**src/icache_pkg.sv**
```systemverilog
package icache_pkg;

  //////////////////////////////
  // Cache geometry
  //////////////////////////////

  localparam int ADDR_WIDTH     = 32;
  localparam int WAYS_WIDTH     = 2;
  localparam int NUM_WAYS       = 4;
  localparam int SETS_WIDTH     = 4;
  localparam int NUM_SETS       = 16;
  localparam int WORD_IDX_WIDTH = 4;
  localparam int LINE_WORDS     = 16;
  // Everything above the set index and the 6 line offset bits
  localparam int TAG_WIDTH      = ADDR_WIDTH - SETS_WIDTH - 6;

  typedef logic [ADDR_WIDTH-1:0]     addr_t;
  typedef logic [31:0]               word_t;
  typedef logic [TAG_WIDTH-1:0]      tag_bits_t;
  typedef logic [SETS_WIDTH-1:0]     set_idx_t;
  typedef logic [WORD_IDX_WIDTH-1:0] word_idx_t;
  typedef logic [WAYS_WIDTH-1:0]     way_idx_t;
  typedef logic [NUM_WAYS-1:0]       way_mask_t;

  //////////////////////////////
  // State machines
  //////////////////////////////

  typedef enum logic [1:0] {
    LOCK_NONE,
    LOCK_REFILL,
    LOCK_FETCH,
    LOCK_FLUSH
  } lock_holder_e;

  typedef enum logic [1:0] {
    REFILL_IDLE,
    REFILL_PROGRESS,
    REFILL_COMPLETE
  } refill_state_e;

  typedef enum logic [1:0] {
    FLUSH_RESET,
    FLUSH_IDLE,
    FLUSH_DONE
  } flush_state_e;

  typedef enum logic [2:0] {
    FETCH_IDLE,
    FETCH_LOOKUP,
    FETCH_REPLAY,
    FETCH_FILL,
    FETCH_EXC_WAIT,
    FETCH_EXC,
    FETCH_FLUSH
  } fetch_state_e;

endpackage

```
**src/icache_array_if.sv**
```systemverilog
interface icache_array_if (
  input logic clk_i
);

  // Lock handshake, pulses from the agent
  logic                   lock_acq;
  logic                   lock_rel;
  logic                   locking;
  logic                   locked;

  // Array write request
  logic                   wr_tag_req;
  logic                   wr_data_req;
  icache_pkg::way_mask_t  wr_ways;
  icache_pkg::set_idx_t   wr_set;
  icache_pkg::word_idx_t  wr_word;
  icache_pkg::tag_bits_t  wr_tag;
  logic                   wr_tag_valid;
  icache_pkg::word_t      wr_data;

  // Array read, only the fetch agent issues these
  logic                   rd_req;
  icache_pkg::set_idx_t   rd_set;
  icache_pkg::word_idx_t  rd_word;
  icache_pkg::tag_bits_t  rd_tags [icache_pkg::NUM_WAYS];
  icache_pkg::way_mask_t  rd_tag_valids;
  icache_pkg::word_t      rd_words [icache_pkg::NUM_WAYS];

  modport agent (
    output lock_acq, lock_rel, wr_tag_req, wr_data_req, wr_ways, wr_set, wr_word,
    output wr_tag, wr_tag_valid, wr_data, rd_req, rd_set, rd_word,
    input  locking, locked, rd_tags, rd_tag_valids, rd_words
  );

  modport arbiter (
    input  lock_acq, lock_rel, wr_tag_req, wr_data_req, wr_ways, wr_set, wr_word,
    input  wr_tag, wr_tag_valid, wr_data, rd_req, rd_set, rd_word,
    output locking, locked, rd_tags, rd_tag_valids, rd_words
  );

  // An agent only gives back a lock the arbiter has actually handed it
  a_rel_when_locked: assert property (@(posedge clk_i) lock_rel |-> locked);

endinterface

```
**src/icache_flush.sv**
```systemverilog
module icache_flush (
  input  logic          clk_i,
  input  logic          rst_ni,
  icache_array_if.agent arr,
  input  logic          flush_req_i,
  output logic          flush_done_o
);
  import icache_pkg::*;

  flush_state_e state_q, state_d;
  set_idx_t     idx_q;

  // Clear the valid bit of every way, one set per cycle
  assign arr.wr_tag_req   = state_q == FLUSH_RESET;
  assign arr.wr_ways      = '1;
  assign arr.wr_set       = idx_q;
  assign arr.wr_tag       = '0;
  assign arr.wr_tag_valid = 1'b0;
  assign arr.wr_data_req  = 1'b0;
  assign arr.wr_word      = '0;
  assign arr.wr_data      = '0;
  assign arr.rd_req       = 1'b0;
  assign arr.rd_set       = '0;
  assign arr.rd_word      = '0;

  assign arr.lock_acq = state_q == FLUSH_IDLE && flush_req_i;
  assign arr.lock_rel = state_q == FLUSH_RESET && (&idx_q);
  assign flush_done_o = state_q == FLUSH_DONE;

  always_comb begin
    state_d = state_q;
    unique case (state_q)
      FLUSH_RESET: if (&idx_q) state_d = FLUSH_DONE;
      FLUSH_IDLE:  if (arr.locking) state_d = FLUSH_RESET;
      FLUSH_DONE:  state_d = FLUSH_IDLE;
      default:     state_d = FLUSH_IDLE;
    endcase
  end

  // Out of reset the arbiter already hands the lock to this engine
  always_ff @(posedge clk_i or negedge rst_ni) begin
    if (!rst_ni) begin
      state_q <= FLUSH_RESET;
      idx_q   <= '0;
    end else begin
      state_q <= state_d;
      if (state_q == FLUSH_RESET) begin
        idx_q <= idx_q + 1'b1;
      end
    end
  end

endmodule

```
**src/flat_wrapper.sv**
```systemverilog
// flat-port wrapper written by rule: the top's interface ports become plain ports
module icache_flush_flat import icache_pkg::*;
  (clk_i, rst_ni, flush_req_i, flush_done_o, arr_lock_acq, arr_lock_rel, arr_wr_tag_req, arr_wr_data_req, arr_wr_ways, arr_wr_set, arr_wr_word, arr_wr_tag, arr_wr_tag_valid, arr_wr_data, arr_rd_req, arr_rd_set, arr_rd_word, arr_locking, arr_locked, arr_rd_tags, arr_rd_tag_valids, arr_rd_words);
  icache_array_if arr_i (.clk_i(clk_i));
  input  logic clk_i;
  input  logic rst_ni;
  input  logic flush_req_i;
  output logic flush_done_o;
  output wire logic [$bits(arr_i.lock_acq)-1:0] arr_lock_acq;
  output wire logic [$bits(arr_i.lock_rel)-1:0] arr_lock_rel;
  output wire logic [$bits(arr_i.wr_tag_req)-1:0] arr_wr_tag_req;
  output wire logic [$bits(arr_i.wr_data_req)-1:0] arr_wr_data_req;
  output wire logic [$bits(arr_i.wr_ways)-1:0] arr_wr_ways;
  output wire logic [$bits(arr_i.wr_set)-1:0] arr_wr_set;
  output wire logic [$bits(arr_i.wr_word)-1:0] arr_wr_word;
  output wire logic [$bits(arr_i.wr_tag)-1:0] arr_wr_tag;
  output wire logic [$bits(arr_i.wr_tag_valid)-1:0] arr_wr_tag_valid;
  output wire logic [$bits(arr_i.wr_data)-1:0] arr_wr_data;
  output wire logic [$bits(arr_i.rd_req)-1:0] arr_rd_req;
  output wire logic [$bits(arr_i.rd_set)-1:0] arr_rd_set;
  output wire logic [$bits(arr_i.rd_word)-1:0] arr_rd_word;
  input wire logic [$bits(arr_i.locking)-1:0] arr_locking;
  input wire logic [$bits(arr_i.locked)-1:0] arr_locked;
  input wire logic [$bits(arr_i.rd_tags)-1:0] arr_rd_tags;
  input wire logic [$bits(arr_i.rd_tag_valids)-1:0] arr_rd_tag_valids;
  input wire logic [$bits(arr_i.rd_words)-1:0] arr_rd_words;
  assign arr_lock_acq = arr_i.lock_acq;
  assign arr_lock_rel = arr_i.lock_rel;
  assign arr_wr_tag_req = arr_i.wr_tag_req;
  assign arr_wr_data_req = arr_i.wr_data_req;
  assign arr_wr_ways = arr_i.wr_ways;
  assign arr_wr_set = arr_i.wr_set;
  assign arr_wr_word = arr_i.wr_word;
  assign arr_wr_tag = arr_i.wr_tag;
  assign arr_wr_tag_valid = arr_i.wr_tag_valid;
  assign arr_wr_data = arr_i.wr_data;
  assign arr_rd_req = arr_i.rd_req;
  assign arr_rd_set = arr_i.rd_set;
  assign arr_rd_word = arr_i.rd_word;
  assign arr_i.locking = arr_locking;
  assign arr_i.locked = arr_locked;
  assign arr_i.rd_tags = {>>{arr_rd_tags}};
  assign arr_i.rd_tag_valids = arr_rd_tag_valids;
  assign arr_i.rd_words = {>>{arr_rd_words}};
  icache_flush u_core (.clk_i(clk_i), .rst_ni(rst_ni), .arr(arr_i), .flush_req_i(flush_req_i), .flush_done_o(flush_done_o));
endmodule
```
**config.mk**
```make
export PLATFORM = sky130hd
export DESIGN_NAME = icache_flush_flat
export DESIGN_NICKNAME = d
export VERILOG_FILES = /design/src/icache_pkg.sv /design/src/icache_array_if.sv /design/src/icache_flush.sv /design/src/flat_wrapper.sv
export SDC_FILE = /design/constraint.sdc
export NUM_CORES = 1
export LEC_CHECK = 0
export BUFFER_PORTS_ARGS = -buffer_cell sky130_fd_sc_hd__buf_4
export CELL_PAD_IN_SITES_DETAIL_PLACEMENT = 0
export CELL_PAD_IN_SITES_GLOBAL_PLACEMENT = 2
export CORE_AREA = 2 2 119 121
export DETAILED_ROUTE_END_ITERATION = 8
export DIE_AREA = 0 0 121 123
export PLACE_DENSITY = 0.95
export RECOVER_POWER = 50
export SLEW_MARGIN = 15
export SYNTH_ARGS = -nofsm -noshare
export SYNTH_HDL_FRONTEND = slang
export SYNTH_SLANG_ARGS = --single-unit
```
**constraint.sdc**
```tcl
create_clock -name clk_i -period 1.6 [get_ports clk_i]
set_input_delay 0.32 -clock clk_i [delete_from_list [all_inputs] [get_ports clk_i]]
set_output_delay 0.32 -clock clk_i [all_outputs]
set_load 0.05 [all_outputs]
```
* After elaboration in Yosys (flattened, before gate mapping)
Cells that the tools add are included.
W data, S select, Z words.
** Operators by class
- Add/sub/neg operators :: 1
- Equality and inequality tests :: 4
- Mux-type cells :: 3
- Reduce and logical (&&, ||, !) cells :: 5
** Operator list (count)
- $add A4 B1 Y4 const B :: 1
- $mux W2 :: 2
- $pmux W2 S2 :: 1
- $reduce_and A4 Y1 :: 1
- $eq A2 B1 Y1 const B :: 1
- $eq A2 B2 Y1 const B :: 1
- $logic_and A1 B1 Y1 :: 2
- $logic_not A2 Y1 :: 1
- $ne A2 B1 Y1 const B :: 1
- $ne A2 B2 Y1 const B :: 1
- $reduce_and A2 Y1 :: 1
** Word-level totals
- Flip-flop bits (word level) :: 6
- Input bits :: 225
- Output and inout port bits :: 81

* Longest topological paths before layout
- Word-level depth :: 3
- Depth in mapped cells :: 3
- Depth with buffers taken out :: 3

* Worst setup path before layout
OpenSTA, ideal clock, no wires.
- Path kind :: register to output
- Start :: register u_core.idx_q[0], in the netlist u_core.arr.wr_set[0]
- End :: output port arr_lock_rel
- Data arrival time :: 1417 ps
- Path slack :: -137 ps
- Stages on the path, launching flop included :: 3
- Path through :: dfrtp_1 > ha_1 > and4_1
** Between the ends
- Longest elaborated chain between the ends :: 2
** RTL lines
- start, declared :: line icache_flush.sv:11 : set_idx_t idx_q;
- start signal, assigned :: line icache_flush.sv:48 : idx_q <= idx_q + 1'b1;
- $reduce_and A4 Y1 :: line icache_flush.sv:27 : assign arr.lock_rel = state_q == FLUSH_RESET && (&idx_q);
- $logic_and A1 B1 Y1 :: line icache_flush.sv:27
- end, declared :: line flat_wrapper.sv:10 : output wire logic [$bits(arr_i.lock_rel)-1:0] arr_lock_rel;
No other way between the ends.

* Final worst setup path
Ends and elaborated chain as after synthesis.

==> impl_metrics.env <==
export IMPL_outcome="complete, no violations"
export IMPL_place_gp_congestion=0.535
export IMPL_cts_sinks=6
export IMPL_synth_seq_cells=6
export IMPL_grt_pass1_wl_um=1160
export IMPL_num_io_pins=306
export IMPL_die_h_um=123
export IMPL_numCtsBuffers=3
export IMPL_diodes=0
export IMPL_design_area_um2=956
export IMPL_critPathArrivalTime_ps=1240
export IMPL_holdPathStages=3
export IMPL_die_area_mm2=0.0149
export IMPL_fin_hold_ws_ps=409
export IMPL_drive_gt1_share_pct=19.8
export IMPL_wirelength_met1_um=333
export IMPL_drt_iter0_drc=13
export IMPL_top_layer="met4"
export IMPL_crit_buf_inv=1
export IMPL_worstPathRequired_ps=1280
export IMPL_cp_depth=3
export IMPL_slowest_delay_ps=430
export IMPL_clock_fmax_mhz=641
export IMPL_dr_pass1_iters=2
export IMPL_grt_util_all_layers_pct=1.07
export IMPL_grt_max_degree=7
export IMPL_io_buffers=11
export IMPL_wirelength_um=1060
export IMPL_die_w_um=121
export IMPL_ys_warn_count=0
export IMPL_core_mm2=0.0136
export IMPL_clock_skew_ps=0.922
export IMPL_power_density_mw_per_mm2=1920
export IMPL_cts_tree="built"
export IMPL_startpoint_type="flop"
export IMPL_placed_area_um2=865
export IMPL_grt_antenna_before_repair=0
export IMPL_h_tree_depth=1
export IMPL_finalNetCount=338
export IMPL_power_mw=1.83
export IMPL_wl_met2_um=509
export IMPL_cts_buffer_depth=2
export IMPL_path_clk_slew_ps=30
export IMPL_tns_ps=0
export IMPL_row_count=43
export IMPL_synth_cell_type_count=16
export IMPL_cts_root_buf="clkbuf_16"
export IMPL_slew_violations=0
export IMPL_crit_path_max_fanout=4
export IMPL_timing_final_hold_violations=0
export IMPL_drtAntennaViolNets=0
export IMPL_initial_core_util_pct=6.08
export IMPL_crit_path_cell_trace="ha_2 -> and4_2 -> buf_6"
export IMPL_cp_top_family="flip-flops"
export IMPL_worstSkewPairLatency_ps=220
export IMPL_r2r_slack_ps=460
export IMPL_reg2regPathDepth=3
export IMPL_avgSynthCellArea_um2=8.62
export IMPL_hold_class="primary input to flop"
export IMPL_vias_per_cell=1.42
export IMPL_worst_setup_path_type="flop to output port"
export IMPL_critPathSlowestCell="dfrtp_2"
export IMPL_wl_per_cell_um=3.63
export IMPL_dr_wl_met3_um=192
export IMPL_drc_errors=0
export IMPL_setup_viol=0
export IMPL_synth_area_um2=827
export IMPL_finalCritPeriodShare_pct=97.6
export IMPL_post_route_util_pct=7.02
export IMPL_maxCapViolations=0
export IMPL_peakVddDrop_mv=0.320
export IMPL_fin_crit_ps=1560
export IMPL_seq_area_frac_synth_pct=18.2
export IMPL_grt_pass1_vias=228
export IMPL_synthToLayoutAreaGrowth_pct=15.6
export IMPL_dr_total_vias=412
export IMPL_syn_inst=96
export IMPL_place_hpwl_um=907
export IMPL_leakage_nw=0.464
export IMPL_grt_setup_unrepaired="no"
export IMPL_overflow=0
export IMPL_end_kind="output port"
[worst paths after layout]
path	startpoint	to
worst max-delay path	u_core.arr.wr_set[0]	arr_lock_rel
min in group asynchronous	rst_ni	u_core.arr.wr_set[2]
worst min-delay path	arr_locking	u_core.state_q[0]
max in group asynchronous	rst_ni	u_core.arr.wr_set[0]
worst max register to register	u_core.state_q[1]	u_core.arr.wr_set[1]
worst min register to register	u_core.arr.wr_set[0]	u_core.arr.wr_set[0]
[per-stage QoR]
stage,cells,setup slack [ps]
floorplan,167,33.5
global placement,286,205
detailed placement,286,205
CTS,291,30.3
global route,291,0.0613
finish,291,39.1
[registers in the layout, indices dropped and copies added, names as in the netlist]
register,count
u_core.arr.wr_set,4
u_core.state_q,2
[cells by family after synthesis]
group                    count (synthesis)  synth area share (%)
AO/OA/AOI/OAI                            1                 0.908
AND/OR/NAND/NOR                          8                  7.26
other                                    2                 0.908
flip-flops                               6                  18.2
buffers and inverters                   74                  66.7
XOR/XNOR                                 3                  3.18
adder cells (fa/ha/maj)                  1                  1.51
multiplexers                             1                  1.36
[cell type report]
class,count,area [um^2]
timing repair buffer,13,100
sequential,6,153
multi-input combinational,87,395
inverter,1,3.75
clock buffer,4,78.8
fill,1621,12700
tap,180,225
[repair_timing]
action                                  in CTS  in global routing
setup buffers                                0                  0
endpoints found under the setup margin       1                  0
hold buffers                                 1                  0
resized for setup                            2                  0
hold endpoints to repair                     6                  0
[layer usage]
layer / global-route usage, % / vias to the layer above
met3: 0.415 / 2
li1: - / 179
met5: 0 / -
met1: 1.06 / 178
met4: 0.872 / 0
met2: 1.79 / 53
[Yosys cell counts]
cell | n | area [um^2]
a21o_1 | 1 | 7.51
and4_1 | 1 | 8.76
and4_2 | 1 | 10.0
buf_4 | 73 | 548
conb_1 | 2 | 7.51
dfrtp_1 | 6 | 150
ha_1 | 1 | 12.5
inv_1 | 1 | 3.75
mux2_2 | 1 | 11.3
nand2_1 | 2 | 7.51
nand4_2 | 1 | 12.5
nor2_1 | 1 | 3.75
nor2_4 | 1 | 11.3
nor2b_1 | 1 | 6.26
xnor2_1 | 2 | 17.5
xor2_1 | 1 | 8.76
[cells in the final DEF (no fill, tap or decap), types with 2 or more instances in the layout]
cell       instances
xnor2_1            2
clkbuf_1           2
dfrtp_2            2
dfrtp_1            4
buf_4             10
conb_1            73
clkbuf_16          3
and4_2             2
nand2_1            2
[worst min-delay path, stage by stage]
cell    delay (ps)
buf_4          110
inv_1           60
a21o_1         110
[report_power, final]
part	switching, mW	internal, mW	total [mW]	leakage, nW
Sequential	0.0961	0.235	0.331	0.0721
Combinational	0.831	0.264	1.10	0.354
Clock	0.0772	0.330	0.407	0.0382
(Power assumes the default switching activity.)
