### src/icache_pkg.sv
package icache_pkg;

  //////////////////////////////
  // Cache geometry
  //////////////////////////////

  localparam int ADDR_WIDTH     = 32;
  localparam int WAYS_WIDTH     = 2;
  localparam int NUM_WAYS       = 4;
  localparam int SETS_WIDTH     = 4;
  localparam int NUM_SETS       = 16;
  localparam int WORD_IDX_WIDTH = 4;
  localparam int LINE_WORDS     = 16;
  // Everything above the set index and the 6 line offset bits
  localparam int TAG_WIDTH      = ADDR_WIDTH - SETS_WIDTH - 6;

  typedef logic [ADDR_WIDTH-1:0]     addr_t;
  typedef logic [31:0]               word_t;
  typedef logic [TAG_WIDTH-1:0]      tag_bits_t;
  typedef logic [SETS_WIDTH-1:0]     set_idx_t;
  typedef logic [WORD_IDX_WIDTH-1:0] word_idx_t;
  typedef logic [WAYS_WIDTH-1:0]     way_idx_t;
  typedef logic [NUM_WAYS-1:0]       way_mask_t;

  //////////////////////////////
  // State machines
  //////////////////////////////

  typedef enum logic [1:0] {
    LOCK_NONE,
    LOCK_REFILL,
    LOCK_FETCH,
    LOCK_FLUSH
  } lock_holder_e;

  typedef enum logic [1:0] {
    REFILL_IDLE,
    REFILL_PROGRESS,
    REFILL_COMPLETE
  } refill_state_e;

  typedef enum logic [1:0] {
    FLUSH_RESET,
    FLUSH_IDLE,
    FLUSH_DONE
  } flush_state_e;

  typedef enum logic [2:0] {
    FETCH_IDLE,
    FETCH_LOOKUP,
    FETCH_REPLAY,
    FETCH_FILL,
    FETCH_EXC_WAIT,
    FETCH_EXC,
    FETCH_FLUSH
  } fetch_state_e;

endpackage

### src/icache_array_if.sv
interface icache_array_if (
  input logic clk_i
);

  // Lock handshake, pulses from the agent
  logic                   lock_acq;
  logic                   lock_rel;
  logic                   locking;
  logic                   locked;

  // Array write request
  logic                   wr_tag_req;
  logic                   wr_data_req;
  icache_pkg::way_mask_t  wr_ways;
  icache_pkg::set_idx_t   wr_set;
  icache_pkg::word_idx_t  wr_word;
  icache_pkg::tag_bits_t  wr_tag;
  logic                   wr_tag_valid;
  icache_pkg::word_t      wr_data;

  // Array read, only the fetch agent issues these
  logic                   rd_req;
  icache_pkg::set_idx_t   rd_set;
  icache_pkg::word_idx_t  rd_word;
  icache_pkg::tag_bits_t  rd_tags [icache_pkg::NUM_WAYS];
  icache_pkg::way_mask_t  rd_tag_valids;
  icache_pkg::word_t      rd_words [icache_pkg::NUM_WAYS];

  modport agent (
    output lock_acq, lock_rel, wr_tag_req, wr_data_req, wr_ways, wr_set, wr_word,
    output wr_tag, wr_tag_valid, wr_data, rd_req, rd_set, rd_word,
    input  locking, locked, rd_tags, rd_tag_valids, rd_words
  );

  modport arbiter (
    input  lock_acq, lock_rel, wr_tag_req, wr_data_req, wr_ways, wr_set, wr_word,
    input  wr_tag, wr_tag_valid, wr_data, rd_req, rd_set, rd_word,
    output locking, locked, rd_tags, rd_tag_valids, rd_words
  );

  // An agent only gives back a lock the arbiter has actually handed it
  a_rel_when_locked: assert property (@(posedge clk_i) lock_rel |-> locked);

endinterface

### src/icache_refill.sv
module icache_refill (
  input  logic                               clk_i,
  input  logic                               rst_ni,
  icache_array_if.agent                      arr,
  input  icache_pkg::way_idx_t               fill_way_i,
  input  logic [icache_pkg::ADDR_WIDTH-7:0]  fill_line_i,
  input  logic                               mem_resp_valid_i,
  input  icache_pkg::word_t                  mem_resp_data_i,
  input  logic                               mem_resp_denied_i,
  output logic                               mem_resp_ready_o,
  output logic                               refill_move_o,
  output logic                               fill_last_o,
  output logic                               fill_denied_o
);
  import icache_pkg::*;

  refill_state_e state_q, state_d;
  word_idx_t     idx_q, idx_d;
  logic          denied_q, denied_d;

  wire beat = mem_resp_valid_i && mem_resp_ready_o;

  assign arr.lock_rel     = 1'b0;
  assign arr.rd_req       = 1'b0;
  assign arr.rd_set       = '0;
  assign arr.rd_word      = '0;
  assign arr.wr_ways      = way_mask_t'(1) << fill_way_i;
  assign arr.wr_set       = fill_line_i[SETS_WIDTH-1:0];
  assign arr.wr_word      = idx_q;
  assign arr.wr_tag       = fill_line_i[ADDR_WIDTH-7:SETS_WIDTH];
  assign arr.wr_tag_valid = 1'b1;
  assign arr.wr_data      = mem_resp_data_i;

  // Includes the beat in flight so the last beat's denial is seen in time
  assign fill_denied_o = denied_q || (beat && mem_resp_denied_i);

  always_comb begin
    state_d          = state_q;
    idx_d            = idx_q;
    denied_d         = denied_q;
    arr.lock_acq     = 1'b0;
    arr.wr_tag_req   = 1'b0;
    arr.wr_data_req  = 1'b0;
    mem_resp_ready_o = 1'b0;
    refill_move_o    = 1'b0;
    fill_last_o      = 1'b0;
    unique case (state_q)
      REFILL_IDLE: begin
        if (mem_resp_valid_i) begin
          arr.lock_acq = 1'b1;
          idx_d        = '0;
          denied_d     = 1'b0;
          state_d      = REFILL_PROGRESS;
        end
      end
      REFILL_PROGRESS: begin
        mem_resp_ready_o = arr.locked;
        arr.wr_data_req  = beat && !mem_resp_denied_i;
        arr.wr_tag_req   = beat && (&idx_q) && !mem_resp_denied_i;
        if (beat) begin
          idx_d    = idx_q + 1'b1;
          denied_d = fill_denied_o;
          if (&idx_q) begin
            fill_last_o = 1'b1;
            state_d     = REFILL_COMPLETE;
          end
        end
      end
      REFILL_COMPLETE: begin
        refill_move_o = 1'b1;
        state_d       = REFILL_IDLE;
      end
      default: state_d = REFILL_IDLE;
    endcase
  end

  always_ff @(posedge clk_i or negedge rst_ni) begin
    if (!rst_ni) begin
      state_q  <= REFILL_IDLE;
      idx_q    <= '0;
      denied_q <= 1'b0;
    end else begin
      state_q  <= state_d;
      idx_q    <= idx_d;
      denied_q <= denied_d;
    end
  end

endmodule

### src/flat_wrapper.sv
// flat-port wrapper written by rule: the top's interface ports become plain ports
module icache_refill_flat import icache_pkg::*;
  (clk_i, rst_ni, fill_way_i, fill_line_i, mem_resp_valid_i, mem_resp_data_i, mem_resp_denied_i, mem_resp_ready_o, refill_move_o, fill_last_o, fill_denied_o, arr_lock_acq, arr_lock_rel, arr_wr_tag_req, arr_wr_data_req, arr_wr_ways, arr_wr_set, arr_wr_word, arr_wr_tag, arr_wr_tag_valid, arr_wr_data, arr_rd_req, arr_rd_set, arr_rd_word, arr_locking, arr_locked, arr_rd_tags, arr_rd_tag_valids, arr_rd_words);
  icache_array_if arr_i (.clk_i(clk_i));
  input  logic clk_i;
  input  logic rst_ni;
  input  icache_pkg::way_idx_t fill_way_i;
  input  logic [icache_pkg::ADDR_WIDTH-7:0] fill_line_i;
  input  logic mem_resp_valid_i;
  input  icache_pkg::word_t mem_resp_data_i;
  input  logic mem_resp_denied_i;
  output logic mem_resp_ready_o;
  output logic refill_move_o;
  output logic fill_last_o;
  output logic fill_denied_o;
  output wire logic [$bits(arr_i.lock_acq)-1:0] arr_lock_acq;
  output wire logic [$bits(arr_i.lock_rel)-1:0] arr_lock_rel;
  output wire logic [$bits(arr_i.wr_tag_req)-1:0] arr_wr_tag_req;
  output wire logic [$bits(arr_i.wr_data_req)-1:0] arr_wr_data_req;
  output wire logic [$bits(arr_i.wr_ways)-1:0] arr_wr_ways;
  output wire logic [$bits(arr_i.wr_set)-1:0] arr_wr_set;
  output wire logic [$bits(arr_i.wr_word)-1:0] arr_wr_word;
  output wire logic [$bits(arr_i.wr_tag)-1:0] arr_wr_tag;
  output wire logic [$bits(arr_i.wr_tag_valid)-1:0] arr_wr_tag_valid;
  output wire logic [$bits(arr_i.wr_data)-1:0] arr_wr_data;
  output wire logic [$bits(arr_i.rd_req)-1:0] arr_rd_req;
  output wire logic [$bits(arr_i.rd_set)-1:0] arr_rd_set;
  output wire logic [$bits(arr_i.rd_word)-1:0] arr_rd_word;
  input wire logic [$bits(arr_i.locking)-1:0] arr_locking;
  input wire logic [$bits(arr_i.locked)-1:0] arr_locked;
  input wire logic [$bits(arr_i.rd_tags)-1:0] arr_rd_tags;
  input wire logic [$bits(arr_i.rd_tag_valids)-1:0] arr_rd_tag_valids;
  input wire logic [$bits(arr_i.rd_words)-1:0] arr_rd_words;
  assign arr_lock_acq = arr_i.lock_acq;
  assign arr_lock_rel = arr_i.lock_rel;
  assign arr_wr_tag_req = arr_i.wr_tag_req;
  assign arr_wr_data_req = arr_i.wr_data_req;
  assign arr_wr_ways = arr_i.wr_ways;
  assign arr_wr_set = arr_i.wr_set;
  assign arr_wr_word = arr_i.wr_word;
  assign arr_wr_tag = arr_i.wr_tag;
  assign arr_wr_tag_valid = arr_i.wr_tag_valid;
  assign arr_wr_data = arr_i.wr_data;
  assign arr_rd_req = arr_i.rd_req;
  assign arr_rd_set = arr_i.rd_set;
  assign arr_rd_word = arr_i.rd_word;
  assign arr_i.locking = arr_locking;
  assign arr_i.locked = arr_locked;
  assign arr_i.rd_tags = {>>{arr_rd_tags}};
  assign arr_i.rd_tag_valids = arr_rd_tag_valids;
  assign arr_i.rd_words = {>>{arr_rd_words}};
  icache_refill u_core (.clk_i(clk_i), .rst_ni(rst_ni), .arr(arr_i), .fill_way_i(fill_way_i), .fill_line_i(fill_line_i), .mem_resp_valid_i(mem_resp_valid_i), .mem_resp_data_i(mem_resp_data_i), .mem_resp_denied_i(mem_resp_denied_i), .mem_resp_ready_o(mem_resp_ready_o), .refill_move_o(refill_move_o), .fill_last_o(fill_last_o), .fill_denied_o(fill_denied_o));
endmodule
### config.mk
export PLATFORM = sky130hd
export DESIGN_NAME = icache_refill_flat
export DESIGN_NICKNAME = d
export VERILOG_FILES = /design/src/icache_pkg.sv /design/src/icache_array_if.sv /design/src/icache_refill.sv /design/src/flat_wrapper.sv
export SDC_FILE = /design/constraint.sdc
export NUM_CORES = 1
export LEC_CHECK = 0
export ABC_AREA = 1
export BUFFER_PORTS_ARGS = -buffer_cell sky130_fd_sc_hd__buf_2
export CAP_MARGIN = 20
export CORE_AREA = 10 10 136 138
export DETAILED_ROUTE_END_ITERATION = 8
export DIE_AREA = 0 0 146 148
export SLEW_MARGIN = 20
export SYNTH_ARGS = -nofsm -noshare
export SYNTH_HDL_FRONTEND = slang
export SYNTH_SLANG_ARGS = --single-unit
### constraint.sdc
create_clock -name clk_i -period 2 [get_ports clk_i]
set_input_delay 0.1 -clock clk_i [delete_from_list [all_inputs] [get_ports clk_i]]
set_output_delay 0.1 -clock clk_i [all_outputs]
set_load 0.02 [all_outputs]
After elaboration in Yosys (flattened, before gate mapping)
Cells that the tools add are included.
- register bits: 7
- bits of input ports: 286
- output and inout port bits: 84
- $add $sub $neg: 1
- equality and inequality tests: 5
- reductions and logical operators: 12
- shift operators: 1
- mux-type cells: 19
- operator list (operator ; count):
    2-to-1 mux 1 bit ; 11
    2-to-1 mux 4 bit ; 2
    one-hot mux 4 bit (2 select lines) ; 1
    2-to-1 mux 2 bit ; 3
    AND reduction 3 bit ; 2
    logical AND 1 bit ; 5
    adder 4 x 1 -> 4 bit, second input constant ; 1
    != test 2 x 1 -> 1 bit, second input constant ; 2
    one-hot mux 2 bit (2 select lines) ; 1
    AND reduction 4 bit ; 1
    << shifter 1 x 2 -> 4 bit, first input constant ; 1
    == test 2 x 1 -> 1 bit, second input constant ; 1
    == test 2 bit, second input constant ; 1
    zero test 2 bit ; 1
    != test 2 bit, second input constant ; 1
    one-hot mux 1 bit (2 select lines) ; 1
    nonzero test 2 bit ; 1
    zero test 1 bit ; 1
    logical OR 1 bit ; 1

Longest topological paths before layout
Gate-level depths: netlist (run 1).
- word-level depth: 7
- depth in mapped cells: 6
- gate-level depth less buffers: 6

Worst setup path after synthesis (run 1)
No wires, ideal clock.
- kind: reg2out
- start: reg u_core.idx_q[0] (netlist: u_core.arr.wr_word[0])
- end: out arr_wr_tag_req
- stages on the path, launching flop included: 4
- buffers on the path: 0
- arrival time: 1.223 ns
- slack: 0.677 ns
- cell sequence: dfrtp_1 ha_1 nand3_1 nor3_2
- word-level cells in the longest chain between the ends: 4
- ends and longest elaborated chain (element ; line ; text):
    start, declared ; icache_refill.sv:18 ; word_idx_t idx_q, idx_d;
    start signal, assigned ; icache_refill.sv:84 ; idx_q <= idx_d;
    AND reduction 4 bit ; icache_refill.sv:59 ; arr.wr_tag_req = beat && (&idx_q) && !mem_resp_denied_i;
    logical AND 1 bit (2 in a row) ; icache_refill.sv:59 ;
    2-to-1 mux 1 bit ; icache_refill.sv:47 ; unique case (state_q)
    end, declared ; flat_wrapper.sv:18 ; output wire logic [$bits(arr_i.wr_tag_req)-1:0] arr_wr_tag_req;
Every way passes these cells.

Worst setup path in the final report (run 1)
Same ends and word-level chain as after synthesis.

==> impl_metrics.csv, run 1 <==
group,metric,value,unit
outcome,outcome,"finished, final reports clean",
routing,antenna_violating_nets_post_route,0,
timing,final.min_clock_period,1570,ps
final_layout,n_fill_cell,1860,
clock_tree,cts.htree.levels,1,
die,fp.dieArea,0.0216,mm^2
worst_setup_path,worst_setup_path_end_kind,"output pin",
routing,drt_first_pass_iters,4,
clock_tree,insertion_delay,230,ps
final_layout,finish.cell_count_without_fillers,311,
worst_setup_path,delay_of_the_slowest_critical_path_stage,420,ps
timing,final_hold_viol_count,0,
worst_hold_path,timing.hold.worst.class,"in2reg",
routing,detailroute.wirelength.met2,930,um
routing,dr_wl_met3,450,um
synthesis,synth.avg_cell_area,7.49,um^2
die,initial_core_util,0.0615,
timing,whs,190,ps
routing,detailroute.via_count,536,
synthesis,synthesized_instance_count,129,
clock_tree,clkTransAtPathRegs,40,ps
final_layout,multi_input_comb_area,265,um^2
worst_setup_path,critical_path_peak_fanout,6,
clock_tree,postCtsSetupRepairBufs,0,
worst_setup_path,cp_cell_sequence,"ha_1 -> nand3_1 -> nor3_2 -> buf_2",
place,pre_cts_slack,614,ps
worst_setup_path,critical-path-top-delay-family,"flip-flops",
worst_setup_path,cpMaxStageDelayCell,"sky130_fd_sc_hd__dfrtp_1",
place,dp.cells,306,
global_routing,global_route.overflow_total,0,
power,static-leakage-power,0.414,nW
timing,setup_slack,432,ps
power,power.ir.vdd_worst,0.000253,V
worst_setup_path,worst_ep_arrival_time,1470,ps
timing,portion_of_the_clock_cycle_consumed_by_the_worst_path_in_the_final_layout,0.784,
worst_setup_path,setup.worst_path.start_class,"flip-flop",
timing,fin_tns_setup,0,ps
die,dieHeight,148,um
clock_tree,ctsLongestPathBuffers,2,
final_layout,final-seq-area,175,um^2
final_layout,post_route_cells_drive_above_1_share,0.358,
place,finalWeightedCongestion,0.683,
synthesis,yosysWarnings,0,
die,rows,46,
timing,final-setup-viol-count,0,
timing,timing_max_transition_violations_final,0,
routing,detail_route.drc_violations,0,
routing,viasPerCell,1.72,
die,core,0.0157,mm^2
global_routing,grt_antenna_before_repair,0,
die,die-width,146,um
global_routing,global_route_wire_length_before_repair,3400,um
global_routing,globalRouteTotalUtil,0.0213,
place,io_buffer_count,21,
flow_run,cap_viol_max_count,0,
power,powerDensity,853,mW/mm^2
clock_tree,tritoncts.num_buffers,3,
synthesis,synth_seq_area_share,0.181,
timing,fin_worst_skew,1.51,ps
routing,total_wire_length,2420,um
clock_tree,clock_tree_from_tritoncts,"yes",
worst_setup_path,cp.buffers_inverters,1,
final_layout,fin_nets,383,
global_routing,vias_in_the_first_global_route,562,
synthesis,synth.lib_cells_used.distinct,17,
final_layout,area.growth.synth_to_final,-1.94,%
clock_tree,cts_root_buffer,"sky130_fd_sc_hd__clkbuf_16",
timing,maxClockFrequency,638,MHz
global_routing,pin_count_of_the_biggest_net_entering_global_routing,8,
routing,routedLengthMet1,846,um
synthesis,syn_area,966,um^2
routing,routed_wire_length_per_instance,7.78,um
final_layout,antennaDiodeCount,0,
die,floorplan.io_pins,370,
timing,grt_setup_unrepaired,"false",
clock_tree,total_clock_sinks,7,
place,place.detailed.hpwl,2130,um
worst_setup_path,timing.setup.critical_path_class,"reg2out",
routing,dr.first_iter.drc_count,4,
synthesis,postSynthRegisterBits,7,
worst_setup_path,worst-endpoint-required,1900,ps
routing,top_layer,"met4",
==> synthesized netlist by cell type <==
library cell | n | share of area
sky130_fd_sc_hd__nand3_1 | 5 | 0.026
sky130_fd_sc_hd__nor2_4 | 1 | 0.012
sky130_fd_sc_hd__nand2_1 | 15 | 0.058
sky130_fd_sc_hd__ha_1 | 1 | 0.013
sky130_fd_sc_hd__a21oi_2 | 1 | 0.0091
sky130_fd_sc_hd__nor2_1 | 7 | 0.027
sky130_fd_sc_hd__o21ai_1 | 4 | 0.021
sky130_fd_sc_hd__dfrtp_1 | 7 | 0.18
sky130_fd_sc_hd__nor3_2 | 1 | 0.010
sky130_fd_sc_hd__nand3_2 | 2 | 0.021
sky130_fd_sc_hd__buf_4 | 69 | 0.54
sky130_fd_sc_hd__nor2_2 | 1 | 0.0065
sky130_fd_sc_hd__inv_1 | 9 | 0.035
sky130_fd_sc_hd__conb_1 | 2 | 0.0078
sky130_fd_sc_hd__inv_2 | 2 | 0.0078
sky130_fd_sc_hd__nand4_1 | 1 | 0.0065
sky130_fd_sc_hd__o211ai_4 | 1 | 0.022
==> logic make-up after synthesis <==
kind of cell | synth area share
buffers and inverters | 0.579
and+or+nand+nor | 0.167
other | 0.00777
adders and majority gates | 0.0130
AOI/OAI and AO/OA | 0.0518
DFF | 0.181
==> tightest hold or removal path, stage by stage <==
cell	delay, ps
sky130_fd_sc_hd__buf_2	130
sky130_fd_sc_hd__nand3_2	90
sky130_fd_sc_hd__a21oi_2	50
==> cell type report <==
| cell class | count | area share |
|---|---|---|
| Tap cell | 216 | 0.285 |
| Timing Repair Buffer | 22 | 0.122 |
| Sequential cell | 7 | 0.185 |
| Multi-Input combinational cell | 51 | 0.280 |
| Clock buffer | 3 | 0.0793 |
| Clock inverter | 1 | 0.00528 |
| Inverter | 11 | 0.0436 |
==> cell usage in the layout, fill, tap and decap left out, drive strengths merged <==
| cell | count |
|---|---|
| a21oi | 1 |
| buf | 21 |
| clkbuf | 3 |
| clkinv | 1 |
| conb | 11 |
| dfrtp | 7 |
| dlygate4sd3 | 1 |
| ha | 1 |
| inv | 11 |
| nand2 | 15 |
| nand3 | 7 |
| nand4 | 1 |
| nor2 | 9 |
| nor3 | 1 |
| o211ai | 1 |
| o21ai | 4 |
==> final timing paths <==
path                       cells after the start                   from  slack [ps]               endpoint
hold reg to reg                                2        u_core.denied_q         530        u_core.denied_q
setup reg to reg                               4  u_core.arr.wr_word[0]         830      u_core.state_q[0]
min in group asynchronous                      2                 rst_ni         270  u_core.arr.wr_word[0]
max in group asynchronous                      2                 rst_ni        1570      u_core.state_q[0]
hold / removal                                 3      mem_resp_denied_i         190        u_core.denied_q
setup / recovery                               4  u_core.arr.wr_word[0]         430         arr_wr_tag_req
==> sequential cells by signal, summed over array words and instances (netlist names) <==
| name | cells |
|---|---|
| u_core.arr.wr_word | 4 |
| u_core.denied_q | 1 |
| u_core.state_q | 2 |
==> layer usage <==
layer,up-vias,track usage
met3,32,0.0174
met4,0,0.0200
met2,40,0.0281
met1,219,0.0203
li1,245,-
met5,-,0
==> report_power, final <==
group / total (W) / switching (W) / internal, W
Combinational: 0.000249 / 0.000169 / 0.0000795
Clock: 0.000335 / 0.0000734 / 0.000262
Sequential: 0.000224 / 0.0000483 / 0.000176
==> what timing repair did <==
item / CTS / global route
endpoints found under the hold margin: 7 / 0
gates resized for setup: 0 / 0
hold buffers: 1 / 0
==> stage by stage <==
stage / instance area (um^2) / total power [W] / utilization
4_1_cts: 947 / 0.000831 / 0.0603
5_1_grt: 947 / 0.000872 / 0.0603
2_1_floorplan: 1000 / 0.000562 / -
6_report: 947 / 0.000808 / 0.0603
3_5_place_dp: 857 / 0.000483 / 0.0545
3_3_place_gp: 857 / 0.000482 / 0.0545
Note: power is estimated with default switching activity, not from simulation.
==> run 2: changes to the inputs <==
Clock period 2 ns to 1.6 ns, I/O delays scaled along.
==> run 2 against run 1 <==
Effect of this change:
- largest power group unchanged
- non-clock buffer count unchanged
- core utilization about the same
- worst hold slack lost 30 ps
- via count rose by 0.37%
==> impl_metrics.csv, run 2 (synthesis results as in run 1) <==
group,metric,value,unit
final_layout,most_used_cells_in_the_layout_excluding_fill_and_tap_cells,"21 x sky130_fd_sc_hd__buf_2, 15 x sky130_fd_sc_hd__nand2_1, 11 x sky130_fd_sc_hd__conb_1, 9 x sky130_fd_sc_hd__inv_1, 7 x sky130_fd_sc_hd__nor2_1",
place,finalWeightedCongestion,0.683,
power,powerDensity,1070,mW/mm^2
worst_setup_path,r2r_end,"u_core.arr.wr_word[2]",
final_layout,multi_input_comb_area,270,um^2
worst_setup_path,worstReg2RegStart,"u_core.arr.wr_word[0]",
clock_tree,total_clock_sinks,7,
outcome,outcome,"finished, final reports clean",
worst_setup_path,setup.worst_path.start_class,"flip-flop",
timing,whs,160,ps
global_routing,groute.layer.met3.usage,0.0174,
global_routing,gr-max-usage-layer,"met2",
final_layout,final-seq-area,176,um^2
timing,final-setup-viol-count,0,
worst_setup_path,worstRegToRegCells,6,
timing,timing_max_transition_violations_final,0,
clock_tree,cts_root_buffer,"sky130_fd_sc_hd__clkbuf_16",
final_layout,post_route_cells_drive_above_1_share,0.379,
die,core,0.0157,mm^2
place,placedInstanceArea,857,um^2
worst_setup_path,timing.setup.critical_path_class,"reg2out",
global_routing,grt_use_met1,0.0203,
die,rows,46,
die,die-width,146,um
routing,total_wire_length,2410,um
worst_hold_path,timing.hold.worst.class,"in2out",
timing,fin_worst_skew,1.51,ps
global_routing,pin_count_of_the_biggest_net_entering_global_routing,8,
worst_setup_path,delay_of_the_slowest_critical_path_stage,400,ps
clock_tree,cts.htree.levels,1,
final_layout,area.growth.synth_to_final,-1.30,%
routing,detailroute.via_count,538,
power,static-leakage-power,0.413,nW
worst_setup_path,cpMaxStageDelayCell,"sky130_fd_sc_hd__dfrtp_1",
timing,portion_of_the_clock_cycle_consumed_by_the_worst_path_in_the_final_layout,0.899,
timing,final_hold_viol_count,0,
worst_setup_path,critical_path_peak_fanout,5,
final_layout,layout_commonest_cell,"sky130_fd_sc_hd__buf_2",
final_layout,fin_nets,383,
global_routing,global_route_wire_length_before_repair,3400,um
clock_tree,ctsLongestPathBuffers,2,
clock_tree,clock_tree_from_tritoncts,"yes",
timing,maxClockFrequency,695,MHz
global_routing,grt_antenna_before_repair,0,
clock_tree,insertion_delay,230,ps
timing,grt_setup_unrepaired,"false",
global_routing,vias_in_the_first_global_route,562,
worst_setup_path,worst_ep_arrival_time,1360,ps
worst_setup_path,critPathLaunch,"u_core.arr.wr_word[1]",
worst_setup_path,worst_setup_path_end_kind,"output pin",
final_layout,n_fill_cell,1860,
flow_run,cap_viol_max_count,0,
global_routing,global_route.usage.met2,0.0281,
global_routing,globalRouteTotalUtil,0.0213,
worst_setup_path,worst-endpoint-required,1520,ps
die,initial_core_util,0.0615,
routing,drt_first_pass_iters,2,
timing,fin_tns_setup,0,ps
routing,routed_wire_length_per_instance,7.76,um
worst_setup_path,cp_cell_sequence,"ha_1 -> nand3_2 -> nor3_2 -> buf_2",
final_layout,final_non_filler_cell_area,953,um^2
routing,detail_route.drc_violations,0,
routing,viasPerCell,1.73,
place,io_buffer_count,21,
routing,dr.first_iter.drc_count,2,
final_layout,largest_register_ffs,4,
worst_setup_path,r2r_setup_slack,520,ps
die,floorplan.io_pins,370,
die,dieHeight,148,um
timing,final.min_clock_period,1440,ps
final_layout,antennaDiodeCount,0,
worst_setup_path,critical_path.endpoint,"arr_wr_tag_req",
routing,antenna_violating_nets_post_route,0,
clock_tree,clkTransAtPathRegs,40,ps
clock_tree,postCtsSetupRepairBufs,0,
final_layout,utilization,0.0607,
global_routing,global_route.overflow_total,0,
clock_tree,tritoncts.num_buffers,3,
place,place.detailed.hpwl,2130,um
power,power.ir.vdd_worst,0.000316,V
die,fp.dieArea,0.0216,mm^2
-- run 2: final cells by class --
cell class | instances | share of cell area
Multi-Input combinational cell | 51 | 0.283
Tap cell | 216 | 0.283
Sequential cell | 7 | 0.185
Timing Repair Buffer | 22 | 0.121
Clock buffer | 3 | 0.0787
Inverter | 11 | 0.0433
Clock inverter | 1 | 0.00525
-- run 2: stage by stage --
step	total power (W)	std cells	setup WS, ps
6_report	0.00102	311	162
5_1_grt	0.00110	311	10.2
4_1_cts	0.00104	311	80.3
3_5_place_dp	0.000603	306	234
3_3_place_gp	0.000603	306	268
2_1_floorplan	0.000702	138	297
-- run 2: routing by layer --
layer,share of wire,vias up
met5,0,-
met4,0.080,0
met3,0.19,32
met2,0.39,40
met1,0.35,222
li1,-,244
-- run 2: repair_timing --
item,in CTS,in global routing
hold endpoints to repair,7,0
gates resized for setup,1,1
hold buffers,1,0
setup endpoints to repair,1,1
-- run 2: worst min path at each step --
stage | startpoint | endpoint | slack [ps] | cells past startpoint
floorplan | rst_ni | u_core.arr.wr_word[0] | -220 | 0
global placement | rst_ni | u_core.arr.wr_word[1] | -70 | 1
detailed placement | rst_ni | u_core.denied_q | -70 | 1
CTS | mem_resp_data_i[27] | arr_wr_data[27] | 160 | 0
global route | mem_resp_data_i[14] | arr_wr_data[14] | 160 | 0
finish | mem_resp_data_i[17] | arr_wr_data[17] | 160 | 0
-- run 2: report_power, final --
group	switching [W]	internal, W	total (W)
Sequential	0.0000641	0.000221	0.000285
Clock	0.0000918	0.000328	0.000419
Combinational	0.000212	0.000100	0.000312
Total	0.000368	0.000648	0.00102
-- run 2: critical path: cells and delay by family (launching register included) --
family / cells / cell delay (ps)
flops: 1 / 400
fa+ha+maj: 1 / 230
buf+inv: 1 / 180
simple gates: 2 / 320
